File: src/rtl/mf2_pkg.sv
// Multiface Two package with shared types, vectors, windows and shadow RAM locations
package mf2_pkg;

	// Index into the 8 KB add-on RAM
	typedef logic [12:0] mf2_addr_t;
	typedef logic [7:0] byte_t;

	// Front-panel mode selector
	typedef enum logic [1:0] {
		MODE_ENABLED  = 2'd0,
		MODE_HIDDEN   = 2'd1,
		MODE_DISABLED = 2'd2
	} mf2_mode_e;

	////////////////////////////////////////
	// Fetch vectors and ports
	////////////////////////////////////////

	localparam logic [15:0] NMI_VECTOR  = 16'h0066;
	localparam logic [15:0] HIDE_VECTOR = 16'h0065;

	// FEE8 / FEEA, bit 1 picks page-out
	localparam logic [13:0] CTRL_PORT_PREFIX = 14'b11111110111010;

	// CPU address bits 15..13
	localparam logic [2:0] ROM_WINDOW = 3'b000;
	localparam logic [2:0] RAM_WINDOW = 3'b001;

	////////////////////////////////////////
	// Shadow register locations
	////////////////////////////////////////

	localparam mf2_addr_t SHADOW_PEN_INDEX   = 13'h1FCF;
	localparam mf2_addr_t SHADOW_PEN_BASE    = 13'h1F90;
	localparam mf2_addr_t SHADOW_BORDER      = 13'h1FDF;
	localparam mf2_addr_t SHADOW_MODE        = 13'h1FEF;
	localparam mf2_addr_t SHADOW_BANKING     = 13'h1FFF;
	localparam mf2_addr_t SHADOW_CRTC_SELECT = 13'h1CFF;
	localparam mf2_addr_t SHADOW_CRTC_BASE   = 13'h1DB0;
	localparam mf2_addr_t SHADOW_PPI         = 13'h17FF;
	localparam mf2_addr_t SHADOW_UPPER_ROM   = 13'h1AAC;

	// Floating bus value, ANDed with other sources upstream
	localparam byte_t IDLE_DATA = 8'hFF;

endpackage

File: src/rtl/mf2_store_decode.sv
// Port-write decoder mapping hardware register writes to shadow RAM locations
`timescale 1ns/1ps

module mf2_store_decode (
	input  logic [15:0]       cpu_addr,
	input  mf2_pkg::byte_t    cpu_dout,
	input  logic [4:0]        pen_index,
	input  logic [3:0]        crtc_register,
	output mf2_pkg::mf2_addr_t store_addr,
	output logic              store_hit,
	output logic              pen_capture,
	output logic              crtc_capture
);

	import mf2_pkg::*;

	// High byte of the port selects the target register
	always_comb begin
		store_addr   = '0;
		pen_capture  = 1'b0;
		crtc_capture = 1'b0;

		case (cpu_addr[15:8])
			8'h7F: begin
				// Gate array, function in data bits 7..6
				case (cpu_dout[7:6])
					2'b00: begin
						store_addr  = SHADOW_PEN_INDEX;
						pen_capture = 1'b1;
					end
					2'b01: begin
						// Index bit 4 selects the border
						if (pen_index[4]) begin
							store_addr = SHADOW_BORDER;
						end else begin
							store_addr = {SHADOW_PEN_BASE[12:4], pen_index[3:0]};
						end
					end
					2'b10: store_addr = SHADOW_MODE;
					default: store_addr = SHADOW_BANKING;
				endcase
			end
			8'hBC: begin
				store_addr   = SHADOW_CRTC_SELECT;
				crtc_capture = 1'b1;
			end
			8'hBD: store_addr = {SHADOW_CRTC_BASE[12:4], crtc_register};
			8'hF7: store_addr = SHADOW_PPI;
			8'hDF: store_addr = SHADOW_UPPER_ROM;
			default: store_addr = '0;
		endcase
	end

	// No shadow slot lives at address zero
	assign store_hit = |store_addr;

endmodule

File: config.mk
export PLATFORM = sky130hd
export DESIGN_NAME = mf2_store_decode
export DESIGN_NICKNAME = d
export VERILOG_FILES = /design/src/rtl/mf2_pkg.sv /design/src/rtl/mf2_store_decode.sv
export SDC_FILE = /design/constraint.sdc
export NUM_CORES = 1
export LEC_CHECK = 0
export BUFFER_PORTS_ARGS = -buffer_cell sky130_fd_sc_hd__clkbuf_2
export CAP_MARGIN = 20
export CELL_PAD_IN_SITES_DETAIL_PLACEMENT = 0
export CELL_PAD_IN_SITES_GLOBAL_PLACEMENT = 2
export CORE_UTILIZATION = 16
export DETAILED_ROUTE_END_ITERATION = 12
export PLACE_DENSITY = 0.86
export SETUP_SLACK_MARGIN = 0.15
export SYNTH_ARGS = -nofsm -noshare
export SYNTH_HDL_FRONTEND = slang
export SYNTH_SLANG_ARGS = --single-unit
File: constraint.sdc
create_clock -name vclk -period 2.4
set_input_delay 0.12 -clock vclk [all_inputs]
set_output_delay 0.12 -clock vclk [all_outputs]
set_load 0.02 [all_outputs]
==> impl_results.md <==
* Die area at 2820 sq um
* Final net count at 123
* WP data required at 2.28 ns
* Overall power at 60.7 uW
* Total GRT Usage at 8.79%
* Final WL at 1290 microns
* Setup total negative slack at 0 ns
* Syn Inst Count at 58
* Critical Path Fanout Max at 11
* Max-slew violations at 0
* RSZ-0062 raised after global routing: false
* PwrDens at 103 nW/um^2
* Hold_buf cts at 0
* Post-synth net total at 91
* CP Launch Type: primary input
* Pre-CTS setup slack at 0.898 ns
* Slowest CP cell: o41ai_1
* Commonest cells post-synth: nand2_1, o21ai_0, nand3_1, nor2_1
* Top-area cell type share of the netlist area at 8.08%
* CP delay by family, top: compound AO/OA/AOI/OAI gates
* Hold path startpoint: cpu_dout[6]
* Gpl congestion at 0.806
* Max Cap Violations at 0
* CLK BUF at 0
* Seq. cell area at 0 sq um
* Max incr delay on CP at 0.50 ns
* Worst Setup Slack, final at 0.919 ns
* Ys Warns at 0
* Crit Path Class: in2out
* Via/cell ratio at 4.69
* Post-CTS Repair Setup Buffers at 0
* Post-Place Cell Area at 588 sq um
* Share of layout cells above drive strength 1 at 51.1%
* Sequential share of the synthesized area at 0%
* Top-count cell post-synth: nand2_1
* Largest net degree at the start of global routing at 12
* Antenna Cells at 0
* Netlist cell types at 32
* Detail-routed net length per standard cell at 11.0 microns
* Area leader, netlist: nand2_1
* Die height at 53.1 microns
* Core area at 2480 sq um
* Io pins at 49
* Cell mode on critical path: clkbuf_2
* Estimated wirelength of the detail-placed design at 1070 microns
* Initial Util at 16.9%
* Period minus WS final at 1.48 ns
* # DRC at 0
* Post-DRT Antenna Nets at 0
* Initial antenna violation count at 0
* Outcome: finished, final reports clean
* Synth-to-Final Area Change at 40.7%
* Num sequential at 0
* Maximum vdd drop at 0.0461 mV
* Final Hold Violating Endpoints at 0
* Mapped Avg Cell Area at 7.21 sq um
* Placement row count at 18
* Fill count at 292
* Worst Setup SP: cpu_addr[15]
* P_leak at 0.292 nW
* Endpoints failing setup at 0
* First-pass GRT wire length at 1940 microns
* Post-Synthesis Cell Area at 418 sq um
* DR iter-0 viols at 14
* Arr. time, crit path at 1.36 ns
* Die Wd at 53.1 microns
* Worst Hold Class: in2out
* Count of buffers from port buffering at 35
* Total vias in the final route at 554
* First-pass DRT Iterations at 4
* Gr ovfl total at 0
* Final worst path period share at 61.7%
* Max transition margin at 62.3%
* Vias in the first global route at 445
* Measured slew at the worst slew-check pin at 0.561 ns
* Fmax at 675 MHz
* CTS resizes at 0
* WP buf/inv at 2
* Synth top area cells: nand2_1, o21ai_0, buf_6
* Critical Path Sink Type: primary output
* CP cell instances: clkbuf_2, nand2_1, o41ai_1, nand3b_1, clkbuf_2
* Final instance area at 588 sq um
-- cells in the final DEF (no fill, tap or decap), types with 2 or more instances in the layout --
master / count
nor2_1: 3
nor3_1: 2
o21ai_0: 6
nand3b_1: 2
clkbuf_2: 35
nand3_1: 4
a21oi_1: 2
or2_1: 2
nand3_2: 2
nand2_1: 9
and3_1: 2
-- worst min-delay path, stage by stage --
cell and delay (ns):
clkbuf_2 0.10, nor3_1 0.05, clkbuf_2 0.14
-- per-layer routing --
layer  wire [microns]  share of wire [%]  GRT usage [%]
met2              613                 47           14.8
met4                0                  0              0
met1              650                 50           13.2
met5                0                  0              0
met3               29                2.2              0
-- logic make-up (layout without fill, tap and decap cells) --
logic type	count (synthesis)	in the layout	share of synthesized area, %
and+or+nand+nor	37	37	59.6
AOI/OAI and AO/OA	14	14	27.2
buffers and inverters	6	36	11.1
xor gates and xnor gates	1	1	2.10
-- metrics by stage --
stage	instances	util, %	hold WS, ns
final	118	23.7	0.532
after global routing	118	23.7	0.551
after floorplan	58	-	0.318
after global placement	118	23.7	0.532
after detailed placement	118	23.7	0.534
after CTS	118	23.7	0.535
-- final cells by class --
type,instances,area (sq um),share of cell area [%]
inverter,1,3.75,0.638
multi-input combinational,52,372,63.2
tap,30,37.5,6.38
timing repair buffer,35,175,29.8
-- final timing paths --
path                         to  slack, ns  cells after the start
setup / recovery  store_addr[2]       0.92                      5
hold / removal      pen_capture       0.53                      3
-- power by group --
| group | internal [mW] | switching (mW) |
|---|---|---|
| clock | 0 | 0 |
| combinational | 0.0235 | 0.0372 |
| sequential | 0 | 0 |
(Power assumes the default switching activity.)
