===== src/rtl/mf2_pkg.sv =====
// Multiface Two package with shared types, vectors, windows and shadow RAM locations
package mf2_pkg;

	// Index into the 8 KB add-on RAM
	typedef logic [12:0] mf2_addr_t;
	typedef logic [7:0] byte_t;

	// Front-panel mode selector
	typedef enum logic [1:0] {
		MODE_ENABLED  = 2'd0,
		MODE_HIDDEN   = 2'd1,
		MODE_DISABLED = 2'd2
	} mf2_mode_e;

	////////////////////////////////////////
	// Fetch vectors and ports
	////////////////////////////////////////

	localparam logic [15:0] NMI_VECTOR  = 16'h0066;
	localparam logic [15:0] HIDE_VECTOR = 16'h0065;

	// FEE8 / FEEA, bit 1 picks page-out
	localparam logic [13:0] CTRL_PORT_PREFIX = 14'b11111110111010;

	// CPU address bits 15..13
	localparam logic [2:0] ROM_WINDOW = 3'b000;
	localparam logic [2:0] RAM_WINDOW = 3'b001;

	////////////////////////////////////////
	// Shadow register locations
	////////////////////////////////////////

	localparam mf2_addr_t SHADOW_PEN_INDEX   = 13'h1FCF;
	localparam mf2_addr_t SHADOW_PEN_BASE    = 13'h1F90;
	localparam mf2_addr_t SHADOW_BORDER      = 13'h1FDF;
	localparam mf2_addr_t SHADOW_MODE        = 13'h1FEF;
	localparam mf2_addr_t SHADOW_BANKING     = 13'h1FFF;
	localparam mf2_addr_t SHADOW_CRTC_SELECT = 13'h1CFF;
	localparam mf2_addr_t SHADOW_CRTC_BASE   = 13'h1DB0;
	localparam mf2_addr_t SHADOW_PPI         = 13'h17FF;
	localparam mf2_addr_t SHADOW_UPPER_ROM   = 13'h1AAC;

	// Floating bus value, ANDed with other sources upstream
	localparam byte_t IDLE_DATA = 8'hFF;

endpackage


===== src/rtl/mf2_control.sv =====
// Multiface Two control with NMI request, paging, hiding and RAM command sequencing
`timescale 1ns/1ps

module mf2_control (
	input  logic               clk_sys,
	input  logic               reset,
	input  logic [15:0]        cpu_addr,
	input  mf2_pkg::byte_t     cpu_dout,
	input  logic               m1,
	input  logic               io_wr,
	input  logic               mem_wr,
	input  logic               key_nmi,
	input  mf2_pkg::mf2_mode_e mode,
	input  mf2_pkg::mf2_addr_t store_addr,
	input  logic               store_hit,
	input  logic               pen_capture,
	input  logic               crtc_capture,
	output logic [4:0]         pen_index,
	output logic [3:0]         crtc_register,
	output mf2_pkg::mf2_addr_t ram_addr,
	output mf2_pkg::byte_t     ram_wdata,
	output logic               ram_we,
	output logic               nmi,
	output logic               mf2_en,
	output logic               ram_sel,
	output logic               rom_sel
);

	import mf2_pkg::*;

	logic m1_q, m1_qq;
	logic io_wr_q, io_wr_qq;
	logic key_q, key_qq;
	logic mem_wr_q;
	logic hidden;

	logic m1_rise;
	logic io_wr_rise;
	logic key_rise;
	logic ctrl_port;

	////////////////////////////////////////
	// Bus strobe sampling
	////////////////////////////////////////

	// Two stages, edge is seen one cycle after the level
	always_ff @(posedge clk_sys) begin
		if (reset) begin
			m1_q     <= 1'b0;
			m1_qq    <= 1'b0;
			io_wr_q  <= 1'b0;
			io_wr_qq <= 1'b0;
			key_q    <= 1'b0;
			key_qq   <= 1'b0;
			mem_wr_q <= 1'b0;
		end else begin
			m1_q     <= m1;
			m1_qq    <= m1_q;
			io_wr_q  <= io_wr;
			io_wr_qq <= io_wr_q;
			key_q    <= key_nmi;
			key_qq   <= key_q;
			mem_wr_q <= mem_wr;
		end
	end

	assign m1_rise    = m1_q & ~m1_qq;
	assign io_wr_rise = io_wr_q & ~io_wr_qq;
	assign key_rise   = key_q & ~key_qq;
	assign ctrl_port  = cpu_addr[15:2] == CTRL_PORT_PREFIX;

	// Windows only while paged in
	assign rom_sel = mf2_en & (cpu_addr[15:13] == ROM_WINDOW);
	assign ram_sel = mf2_en & (cpu_addr[15:13] == RAM_WINDOW);

	////////////////////////////////////////
	// NMI, paging and hiding
	////////////////////////////////////////

	always_ff @(posedge clk_sys) begin
		if (reset) begin
			nmi    <= 1'b0;
			mf2_en <= 1'b0;
			hidden <= mode != MODE_ENABLED;
		end else begin
			if (key_rise && !mf2_en && mode != MODE_DISABLED) begin
				nmi <= 1'b1;
			end

			// Vector fetch pages the add-on in and unhides it
			if (m1_rise && nmi && cpu_addr == NMI_VECTOR) begin
				nmi    <= 1'b0;
				mf2_en <= 1'b1;
				hidden <= 1'b0;
			end

			if (m1_rise && mf2_en && cpu_addr == HIDE_VECTOR) begin
				hidden <= 1'b1;
			end

			// FEEA out, FEE8 in unless hidden
			if (io_wr_rise && ctrl_port) begin
				mf2_en <= ~cpu_addr[1] & ~hidden;
			end
		end
	end

	////////////////////////////////////////
	// RAM command
	////////////////////////////////////////

	always_ff @(posedge clk_sys) begin
		if (reset) begin
			ram_we <= 1'b0;
		end else if (io_wr_rise && ctrl_port) begin
			ram_we <= 1'b0;
		end else if (io_wr_rise && store_hit) begin
			ram_we <= 1'b1;
		end else if (mem_wr_q && ram_sel) begin
			ram_we <= 1'b1;
		end else begin
			ram_we <= 1'b0;
		end
	end

	// Address, data and register context, same priority as above
	always_ff @(posedge clk_sys) begin
		if (io_wr_rise && ctrl_port) begin
			ram_addr <= ram_addr;
		end else if (io_wr_rise && store_hit) begin
			ram_addr  <= store_addr;
			ram_wdata <= cpu_dout;
			if (pen_capture) begin
				pen_index <= cpu_dout[4:0];
			end
			if (crtc_capture) begin
				crtc_register <= cpu_dout[3:0];
			end
		end else if (mem_wr_q && ram_sel) begin
			ram_addr  <= cpu_addr[12:0];
			ram_wdata <= cpu_dout;
		end else begin
			// plain read of the window
			ram_addr <= cpu_addr[12:0];
		end
	end

	a_windows_exclusive: assert property (
		@(posedge clk_sys) disable iff (reset) !(ram_sel && rom_sel)
	);

endmodule


===== config.mk =====
export PLATFORM = sky130hd
export DESIGN_NAME = mf2_control
export DESIGN_NICKNAME = d
export VERILOG_FILES = /design/src/rtl/mf2_pkg.sv /design/src/rtl/mf2_control.sv
export SDC_FILE = /design/constraint.sdc
export NUM_CORES = 1
export LEC_CHECK = 0
export BUFFER_PORTS_ARGS = -buffer_cell sky130_fd_sc_hd__buf_4
export CORE_MARGIN = 1
export CORE_UTILIZATION = 44
export DETAILED_ROUTE_END_ITERATION = 10
export GPL_TIMING_DRIVEN = 1
export MAX_ROUTING_LAYER = met4
export PLACE_DENSITY_LB_ADDON = 0.08
export SETUP_SLACK_MARGIN = 0.2
export SKIP_LAST_GASP = 1
export SLEW_MARGIN = 20
export SYNTH_ARGS = -nofsm -noshare
export SYNTH_HDL_FRONTEND = slang
export SYNTH_SLANG_ARGS = --single-unit

===== constraint.sdc =====
create_clock -name clk_sys -period 2.1 [get_ports clk_sys]
set_clock_uncertainty 0.15 [all_clocks]
set_input_delay 0.42 -clock clk_sys [delete_from_list [all_inputs] [get_ports clk_sys]]
set_output_delay 0.42 -clock clk_sys [all_outputs]
set_load 0.05 [all_outputs]

==> flow_summary.yaml, run 1 <==
critical_path:
  path_delay_family: "simple AND/OR/NAND/NOR gates"
  end_kind: "flop"
  startpoint_type: "flop"
  cpMaxStageDelayCell: "nor3b_1"
  critical_path.max_fanout: 5
  slowest_delay_ns: 0.78
  path_class: "reg2reg"
  path_cells: "nand3b_1 -> nor3b_1"
  required_ns: 1.93
  cp.arrival_ns: 1.67
  cp_num_buf_inv: 0
logic_synthesis:
  ys_seq_elements: 41
  syn_nets: 147
  yosys-top-cells-count: "edfxtp_1 (31), mux2_2 (13), dfxtp_1 (10), nor2b_1 (7), nand2_1 (5)"
  synth_flop_cell: "edfxtp_1"
  synth_area_leader_cell: "edfxtp_1"
  yosysMostFrequentCell: "edfxtp_1"
  ys_seq_area_frac: 0.720
  avgSynthCellArea_um2: 15.9
  ys_async_sr_fraction: 0
  netlist_area_mm2: 0.00157
  synth.distinct_cells: 29
  netlist_top_cells_area: "edfxtp_1 (59%), dfxtp_1 (13%), mux2_2 (9.3%)"
  synth_top_area_share: 0.593
  netlist_instances: 99
  synth_edf_count: 31
  ys_warn_count: 0
placed_design:
  placed_cells: 229
  dp_slack_ns: -0.0751
  place.gp.congestion: 0.693
  portBuffers: 82
  hpwl_mm: 2.70
  post_dp_cell_area_mm2: 0.00227
power_and_ir_drop:
  fin_total_pwr_mw: 1.58
  pwr-share-seq: 0.582
  powerDensity_mw_per_mm2: 677
  power_frac_comb: 0.170
  internal_power_mw: 1.18
  ir_drop_v: 0.000479
  p_leak_nw: 0.963
  p_sw_frac: 0.251
  switchingPower_mw: 0.397
  p_clk_frac: 0.249
die:
  die_h_um: 61.7
  rows: 21
  die_area_mm2: 0.00381
  initial_core_util: 0.463
  core_area_mm2: 0.00339
  chipWidth_um: 61.7
  pin_count: 83
grt:
  grt_max_degree: 14
  grt.total_usage: 0.188
  antenna_found_initial: 0
  overflow: 0
  grt_pass1_vias: 1061
  grt_pass1_wl_mm: 4.69
cts:
  cts_tree: "built"
  numCtsBuffers: 5
  clk_pin_slew_worst_paths_ns: 0.11
  clk_path_buf_depth: 2
  cts-root-buf: "clkbuf_4"
  cts_max_level: 2
  worstSkewPairLatency_ns: 0.34
  cts.sinks: 41
  post_cts_buffers: 0
route:
  drtAntennaViolNets: 0
  via_per_inst: 5.02
  drt-initial-drc-count: 22
  drc: 0
  firstDrtPassIters: 4
  drt-total-wl_mm: 3.46
  vias: 1190
  wl_per_cell_um: 14.6
finish:
  antenna_cells: 0
  post-route-util: 0.690
  areaGrowthSynthToFinish_pct: 48.8
  drive_gt1_frac: 0.581
  fin_area_mm2: 0.00234
  finalNetCount: 238
  nFillCells: 255
  stdcell_count: 237
sta:
  relSlewSlack: 0.370
  hold_violations: 0
  fmax_mhz: 544
  setup_viol: 0
  setup_tns_ns: 0
  worst_slack_ns: 0.261
  hold_slack_ns: 0.0962
  fin_crit_sh: 0.876
  post-route-min-period_ns: 1.84
  worst_pin_slew_ns: 0.943
  maxSlewViolCount: 0
  rsz0062_at_grt: "false"
run_status:
  run_status: "completed"
min_path:
  hold_path.class: "in2reg"
job:
  maxCapViolCount: 0
[final timing paths]
path               startpoint           end  slack, ns  cells after the start
setup / recovery     io_wr_qq  pen_index[1]       0.26                      2
hold / removal    cpu_dout[6]  ram_wdata[6]        0.1                      1
setup reg to reg     io_wr_qq  pen_index[1]       0.26                      2
hold reg to reg         key_q        key_qq       0.32                      1
[cells in the final DEF (no fill, tap or decap), drive strengths merged, types with 3 or more instances in the layout]
cell type  instances
buf               86
clkbuf             6
dfxtp             10
edfxtp            31
mux2              13
nand2              5
nand4b             3
nor2               4
nor2b              7
[power groups by stage]
stage | sequential (mW) | combinational [mW] | clock, mW
3_3_place_gp | 0.937 | 0.265 | 0
3_5_place_dp | 0.939 | 0.270 | 0
4_1_cts | 0.920 | 0.270 | 0.403
6_report | 0.920 | 0.268 | 0.394
5_1_grt | 0.924 | 0.284 | 0.442
2_1_floorplan | 1.03 | 0.0453 | 0
[sequential cells by signal, indices dropped and copies added, names as in the netlist, 4 cells and up]
name           cells
ram_addr          13
ram_wdata          8
pen_index          5
crtc_register      4
[layer usage]
layer / track usage / vias to the layer above / wire length (µm)
li1: - / 566 / -
met1: 0.191 / 569 / 1250
met2: 0.339 / 49 / 1920
met3: 0.0600 / 6 / 248
met4: 0.0667 / 0 / 46
met5: - / - / 0
[kinds of logic after synthesis]
| group | Yosys count | share of synthesized area |
|---|---|---|
| flops | 41 | 0.720 |
| mux | 13 | 0.0932 |
| simple gates | 34 | 0.138 |
| buf+inv | 2 | 0.00557 |
| compound gates | 9 | 0.0430 |
[cell type report]
type | instances | area (µm²) | share of cell area
clock inverters | 2 | 8.76 | 0.00375
repair buffers | 86 | 646 | 0.276
clock buffers | 6 | 51.3 | 0.0219
well taps | 46 | 57.6 | 0.0246
flip-flops and latches | 41 | 1130 | 0.484
multi-input cells | 56 | 442 | 0.189
[worst register-to-register path: stages, from the launching register on]
cell      delay (ns)
dfxtp_1         0.34
nand3b_1        0.20
nor3b_1         0.78
[timing repair]
action	4_1_cts	5_1_grt
hold buffers	0	0
endpoints found under the hold margin	0	0
setup endpoints to repair	0	8
resized for setup	0	1
No activity file was read; power rests on OpenSTA's default activity.
==> run 2: changes to the inputs <==
--- a/config.mk
+++ b/config.mk
@@ -5,9 +5,11 @@
 export SDC_FILE = /design/constraint.sdc
 export NUM_CORES = 1
 export LEC_CHECK = 0
+export ABC_AREA = 1
 export BUFFER_PORTS_ARGS = -buffer_cell sky130_fd_sc_hd__buf_4
+export CAP_MARGIN = 30
 export CORE_MARGIN = 1
-export CORE_UTILIZATION = 44
+export CORE_UTILIZATION = 45
 export DETAILED_ROUTE_END_ITERATION = 10
 export GPL_TIMING_DRIVEN = 1
 export MAX_ROUTING_LAYER = met4
==> run 2 against run 1 <==
  * Combinational power up 7%
  * Sequential cell count unchanged
  * Count of clock-buffer cells in the layout up 1
  * Die area up 3.5%
  * Highest routed layer unchanged
  * Core utilization up 2.5 points
==> flow_summary.yaml, run 2 <==
run_status:
  run_status: "completed"
die:
  core_area_mm2: 0.00344
  die_h_um: 62.8
  pin_count: 83
  die_area_mm2: 0.00395
  initial_core_util: 0.483
  chipWidth_um: 62.8
  rows: 21
route:
  via_per_inst: 4.76
  drt-initial-drc-count: 48
  firstDrtPassIters: 4
  drc: 0
  wl_per_cell_um: 12.7
  drt-total-wl_mm: 3.61
  vias: 1348
  drtAntennaViolNets: 0
sta:
  relSlewSlack: 0.672
  rsz0062_at_grt: "false"
  worst_pin_slew_ns: 0.490
  worst_slack_ns: 0.426
  post-route-min-period_ns: 1.67
  setup_viol: 0
  fin_crit_sh: 0.797
  hold_violations: 0
  fmax_mhz: 598
  maxSlewViolCount: 0
  setup_tns_ns: 0
finish:
  areaGrowthSynthToFinish_pct: 47.7
  seq_area_mm2: 0.00113
  finalNetCount: 284
  drive_gt1_frac: 0.447
  nFillCells: 295
  mostFrequentLayoutCells: "buf_4 (84), edfxtp_1 (31), nor2_1 (29)"
  multi_input_area_um2: 447
  antenna_cells: 0
  fin_area_mm2: 0.00246
  regMostFlops: "ram_addr"
  layout_commonest_cell: "buf_4"
  reg_top3: "ram_addr x13, ram_wdata x8, pen_index x5"
  stdcell_count: 283
  largest_register_ffs: 13
placed_design:
  post_dp_cell_area_mm2: 0.00234
  placed_cells: 275
  place.gp.congestion: 0.845
  hpwl_mm: 2.84
  dp_slack_ns: 0.261
  portBuffers: 82
critical_path:
  cp.arrival_ns: 1.45
  path_class: "reg2reg"
  startpoint_type: "flop"
  reg2reg_slack_ns: 0.43
  reg2reg_depth: 4
  end_kind: "flop"
  critical_path.max_fanout: 23
  required_ns: 1.88
cts:
  cts_hold_buf: 0
  clk_pin_slew_worst_paths_ns: 0.07
  post_cts_buffers: 0
  post_cts_resize_count: 0
  cts.sinks: 41
  numCtsBuffers: 5
  clk_path_buf_depth: 2
  worstSkewPairLatency_ns: 0.29
  cts_tree: "built"
  cts-root-buf: "clkbuf_8"
  cts_max_level: 2
logic_synthesis:
  ys_seq_elements: 41
  synth_top_area_share: 0.559
  ys_seq_area_frac: 0.680
  syn_nets: 196
  synth_flop_cell: "edfxtp_1"
  ys_warn_count: 0
  yosys-top-cells-count: "edfxtp_1 (31), nor2_1 (31), inv_1 (19), nand2_1 (15), dfxtp_1 (10)"
  netlist_instances: 148
  netlist_area_mm2: 0.00166
  netlist_top_cells_area: "edfxtp_1 (56%), dfxtp_1 (12%), nor2_1 (7.0%)"
  synth_area_leader_cell: "edfxtp_1"
  synth.distinct_cells: 19
  ys_async_sr_fraction: 0
  avgSynthCellArea_um2: 11.2
  synth_edf_count: 31
grt:
  grt_max_degree: 24
  grt_pass1_wl_mm: 5.92
  grt_pass1_vias: 1298
  grt.total_usage: 0.206
  overflow: 0
  antenna_found_initial: 0
power_and_ir_drop:
  p_leak_nw: 1.11
  powerDensity_mw_per_mm2: 750
  ir_drop_v: 0.000526
min_path:
  holdPathStages: 1
  hold_path.class: "in2reg"
job:
  maxCapViolCount: 0
run 2: cell count changes after synthesis, sizes merged, moves of 2 or more:
cell / previous run / this run
nand4b: 3 / 0
buf: 1 / 3
nor2: 4 / 34
mux2: 13 / 6
nor3b: 2 / 0
nor4b: 2 / 0
nor4: 2 / 0
nor2b: 7 / 0
inv: 0 / 20
nand2: 5 / 16
a21oi: 1 / 10
nand3: 0 / 9
nand4: 1 / 5
run 2: logic make-up (layout without fill, tap and decap cells):
group,after synthesis,in the layout,synth area share
simple gates,67,67,0.180
buf+inv,23,112,0.0579
flops,41,41,0.680
compound gates,11,11,0.0353
mux,6,6,0.0474
run 2: worst max-delay path, stage by stage, from the launching register on:
cell,delay [ns]
dfxtp_1,0.32
inv_2,0.05
nor2_4,0.15
nand2_4,0.19
nor2_1,0.45
run 2: worst paths after layout:
| kind | startpoint | end |
|---|---|---|
| max reg2reg | io_wr_q | pen_index[2] |
| min reg2reg | m1_q | m1_qq |
| min | cpu_dout[5] | ram_wdata[5] |
| max | io_wr_q | pen_index[2] |
run 2: per-layer routing:
| layer | up-vias | track usage | routed length (µm) | part of all wire |
|---|---|---|---|---|
| met5 | - | - | 0 | 0 |
| met4 | 0 | 0.0930 | 61 | 0.017 |
| met3 | 5 | 0.0584 | 251 | 0.070 |
| met2 | 57 | 0.332 | 1730 | 0.48 |
| met1 | 616 | 0.239 | 1560 | 0.43 |
| li1 | 670 | - | - | - |
run 2: where the power goes:
group,internal [mW],switching (mW)
clock,0.387,0.250
combinational,0.115,0.171
sequential,0.909,0.0112
total,1.41,0.432
run 2: layout make-up:
class | count | share of cell area
tap | 46 | 0.0234
timing repair buffer | 84 | 0.256
inverter | 20 | 0.0305
clock inverter | 1 | 0.0122
clock buffer | 7 | 0.0351
sequential | 41 | 0.461
multi-input combinational | 84 | 0.182
run 2: stage by stage:
| step | utilization | hold WS (ns) | power (mW) |
|---|---|---|---|
| 3_5_place_dp | 0.680 | 0.280 | 1.23 |
| 5_1_grt | 0.714 | 0.143 | 1.91 |
| 4_1_cts | 0.714 | 0.150 | 1.85 |
| 3_3_place_gp | 0.680 | 0.260 | 1.22 |
| 2_1_floorplan | - | 0.253 | 1.09 |
| 6_report | 0.714 | 0.156 | 1.84 |
==> run 3: changes to the inputs <==
--- a/config.mk
+++ b/config.mk
@@ -9,7 +9,7 @@
 export BUFFER_PORTS_ARGS = -buffer_cell sky130_fd_sc_hd__buf_4
 export CAP_MARGIN = 30
 export CORE_MARGIN = 1
-export CORE_UTILIZATION = 45
+export CORE_UTILIZATION = 40
 export DETAILED_ROUTE_END_ITERATION = 10
 export GPL_TIMING_DRIVEN = 1
 export MAX_ROUTING_LAYER = met4
==> constraint.sdc (replaced) <==
create_clock -name clk_sys -period 1.5 [get_ports clk_sys]
set_clock_uncertainty 0.15 [all_clocks]
set_input_delay 0.3 -clock clk_sys [delete_from_list [all_inputs] [get_ports clk_sys]]
set_output_delay 0.3 -clock clk_sys [all_outputs]
set_load 0.05 [all_outputs]
==> run 3 against run 2 <==
  * The run now ends with setup timing left
  * Count of clock-buffer cells in the layout shrank 1
  * Critical path depth unchanged
  * Clock power rose by 34%
  * Cell count grew 7.4%
  * Sequential cell count stayed put
  * Routed wire length up 15%
  * Total power is 43% higher
  * Setup slack got worse by 0.45 ns
  * First-iteration DRC count grew 10%
  * Core utilization rose by 3.0 points
  * Worst hold slack worse by 0.12 ns
  * Register-to-register slack worse by 0.45 ns
  * Critical path type is now reg2out
  * Largest cell class unchanged
  * Largest power group unchanged
==> flow_summary.yaml, run 3 (same netlist as run 2, synthesis figures left out) <==
run_status:
  run_status: "finished, violations left"
  violations: "setup timing"
finish:
  multi_input_area_um2: 656
  regMostFlops: "ram_addr"
  nFillCells: 276
  reg_top3: "ram_addr x13, ram_wdata x8, pen_index x5"
  fin_area_mm2: 0.00298
  antenna_cells: 0
  finalNetCount: 301
  mostFrequentLayoutCells: "buf_4 (54), buf_6 (41), edfxtp_1 (31)"
  seq_area_mm2: 0.00114
  areaGrowthSynthToFinish_pct: 78.9
  drive_gt1_frac: 0.610
  largest_register_ffs: 13
  layout_commonest_cell: "buf_4"
die:
  die_area_mm2: 0.00442
  pin_count: 83
  initial_core_util: 0.416
  chipWidth_um: 66.5
  core_area_mm2: 0.00400
  rows: 23
  die_h_um: 66.5
sta:
  fin_crit_sh: 1.01
  relSlewSlack: 0.809
  maxSlewViolCount: 0
  worst_pin_slew_ns: 0.286
  worst_slack_ns: -0.0224
  setup_tns_ns: -0.180
  setup_viol: 15
  fmax_mhz: 657
  hold_violations: 0
  post-route-min-period_ns: 1.52
  rsz0062_at_grt: "true"
critical_path:
  cp-startpoint: "mf2_en"
  reg2reg_depth: 5
  required_ns: 1.05
  end_kind: "primary output"
  path_class: "reg2out"
  reg2reg_slack_ns: -0.02
  critical_path.max_fanout: 2
  r2r-end: "pen_index[4]"
  crit_end: "rom_sel"
  startpoint_type: "flop"
  r2r_start: "io_wr_q"
  cp.arrival_ns: 1.07
power_and_ir_drop:
  fin_total_pwr_mw: 2.64
  powerDensity_mw_per_mm2: 887
  pwr-share-seq: 0.490
  internal_power_mw: 1.98
  p_sw_frac: 0.249
  p_leak_nw: 1.28
  switchingPower_mw: 0.657
  ir_drop_v: 0.000595
  p_clk_frac: 0.323
  power_frac_comb: 0.187
cts:
  numCtsBuffers: 5
  cts_max_level: 2
  cts_tree: "built"
  cts.sinks: 41
  clk_path_buf_depth: 2
  worstSkewPairLatency_ns: 0.29
  clk_pin_slew_worst_paths_ns: 0.07
  cts-root-buf: "clkbuf_8"
  cts_hold_buf: 0
grt:
  grt.total_usage: 0.197
  antenna_found_initial: 0
  grt_pass1_vias: 1303
  overflow: 0
  grt_pass1_wl_mm: 5.99
  grt_max_degree: 14
placed_design:
  place.gp.congestion: 0.834
  portBuffers: 82
  post_dp_cell_area_mm2: 0.00245
  hpwl_mm: 2.80
min_path:
  hold_path.class: "in2reg"
route:
  drt-initial-drc-count: 53
  drc: 0
  drtAntennaViolNets: 0
  wl_per_cell_um: 13.7
  via_per_inst: 4.69
  drt-total-wl_mm: 4.15
  vias: 1425
  firstDrtPassIters: 4
job:
  maxCapViolCount: 0
## run 3: cell types whose count changed in the layout (fill, tap and decap cells not counted), moves of 4 or more
cell,before,now
nor2_4,2,11
nand3_1,9,5
nor2_2,3,7
nor2_1,29,16
a21oi_2,1,5
buf_4,84,54
a21oi_1,9,5
buf_6,0,41
nand2_1,15,8
## run 3: stage by stage
stage	hold slack, ns	instances	utilization	worst slack, ns
after detailed placement	0.277	286	0.614	-0.0942
after floorplan	0.249	148	-	-0.114
final	0.0353	304	0.744	-0.0224
after global routing	0.0229	304	0.744	-0.0616
after global placement	0.264	286	0.614	-0.0786
after CTS	0.0247	302	0.710	-0.0226
## run 3: area by class of cell
cell class / count / share of cell area
Multi-Input combinational cell: 86 / 0.220
Tap cell: 50 / 0.0210
Timing Repair Buffer: 99 / 0.313
Inverter: 20 / 0.0269
Clock inverter: 2 / 0.0118
Clock buffer: 6 / 0.0244
Sequential cell: 41 / 0.383
## run 3: critical path: stages, from the launching register on
cell	delay [ns]
dfxtp_4	0.37
nand2_4	0.06
buf_6	0.12
nor2_4	0.07
buf_6	0.16
## run 3: timing repair
action,4_1_cts,5_1_grt
cloned,2,0
gates resized for setup,55,32
pin swaps,4,9
buffers inserted,6,2
setup endpoints to repair,73,79
## run 3: worst min-delay path by stage
stage	slack [ns]	start	endpoint	depth (start not counted)
5_1_grt	0.02	cpu_dout[7]	ram_wdata[7]	1
4_1_cts	0.02	cpu_dout[7]	ram_wdata[7]	1
6_report	0.04	cpu_dout[5]	ram_wdata[5]	1
3_3_place_gp	0.26	m1_q	m1_qq	2
3_5_place_dp	0.28	m1_q	m1_qq	2
2_1_floorplan	0.25	cpu_dout[0]	crtc_register[0]	0
## run 3: per-layer routing
metal  wire, µm  global-route usage  share of wire  vias up
met5          0                   -              0        -
met4         61              0.0798          0.015        0
met3        283              0.0548          0.068        6
met2       2110               0.320           0.51       60
met1       1700               0.231           0.41      651
li1           -                   -              -      708
## run 3: power by group through the flow
| stage | clock (mW) | sequential [mW] | combinational [mW] |
|---|---|---|---|
| 2_1_floorplan | 0 | 1.45 | 0.0871 |
| 3_3_place_gp | 0 | 1.31 | 0.410 |
| 3_5_place_dp | 0 | 1.31 | 0.415 |
| 4_1_cts | 0.875 | 1.29 | 0.465 |
| 5_1_grt | 0.910 | 1.30 | 0.518 |
| 6_report | 0.854 | 1.29 | 0.493 |
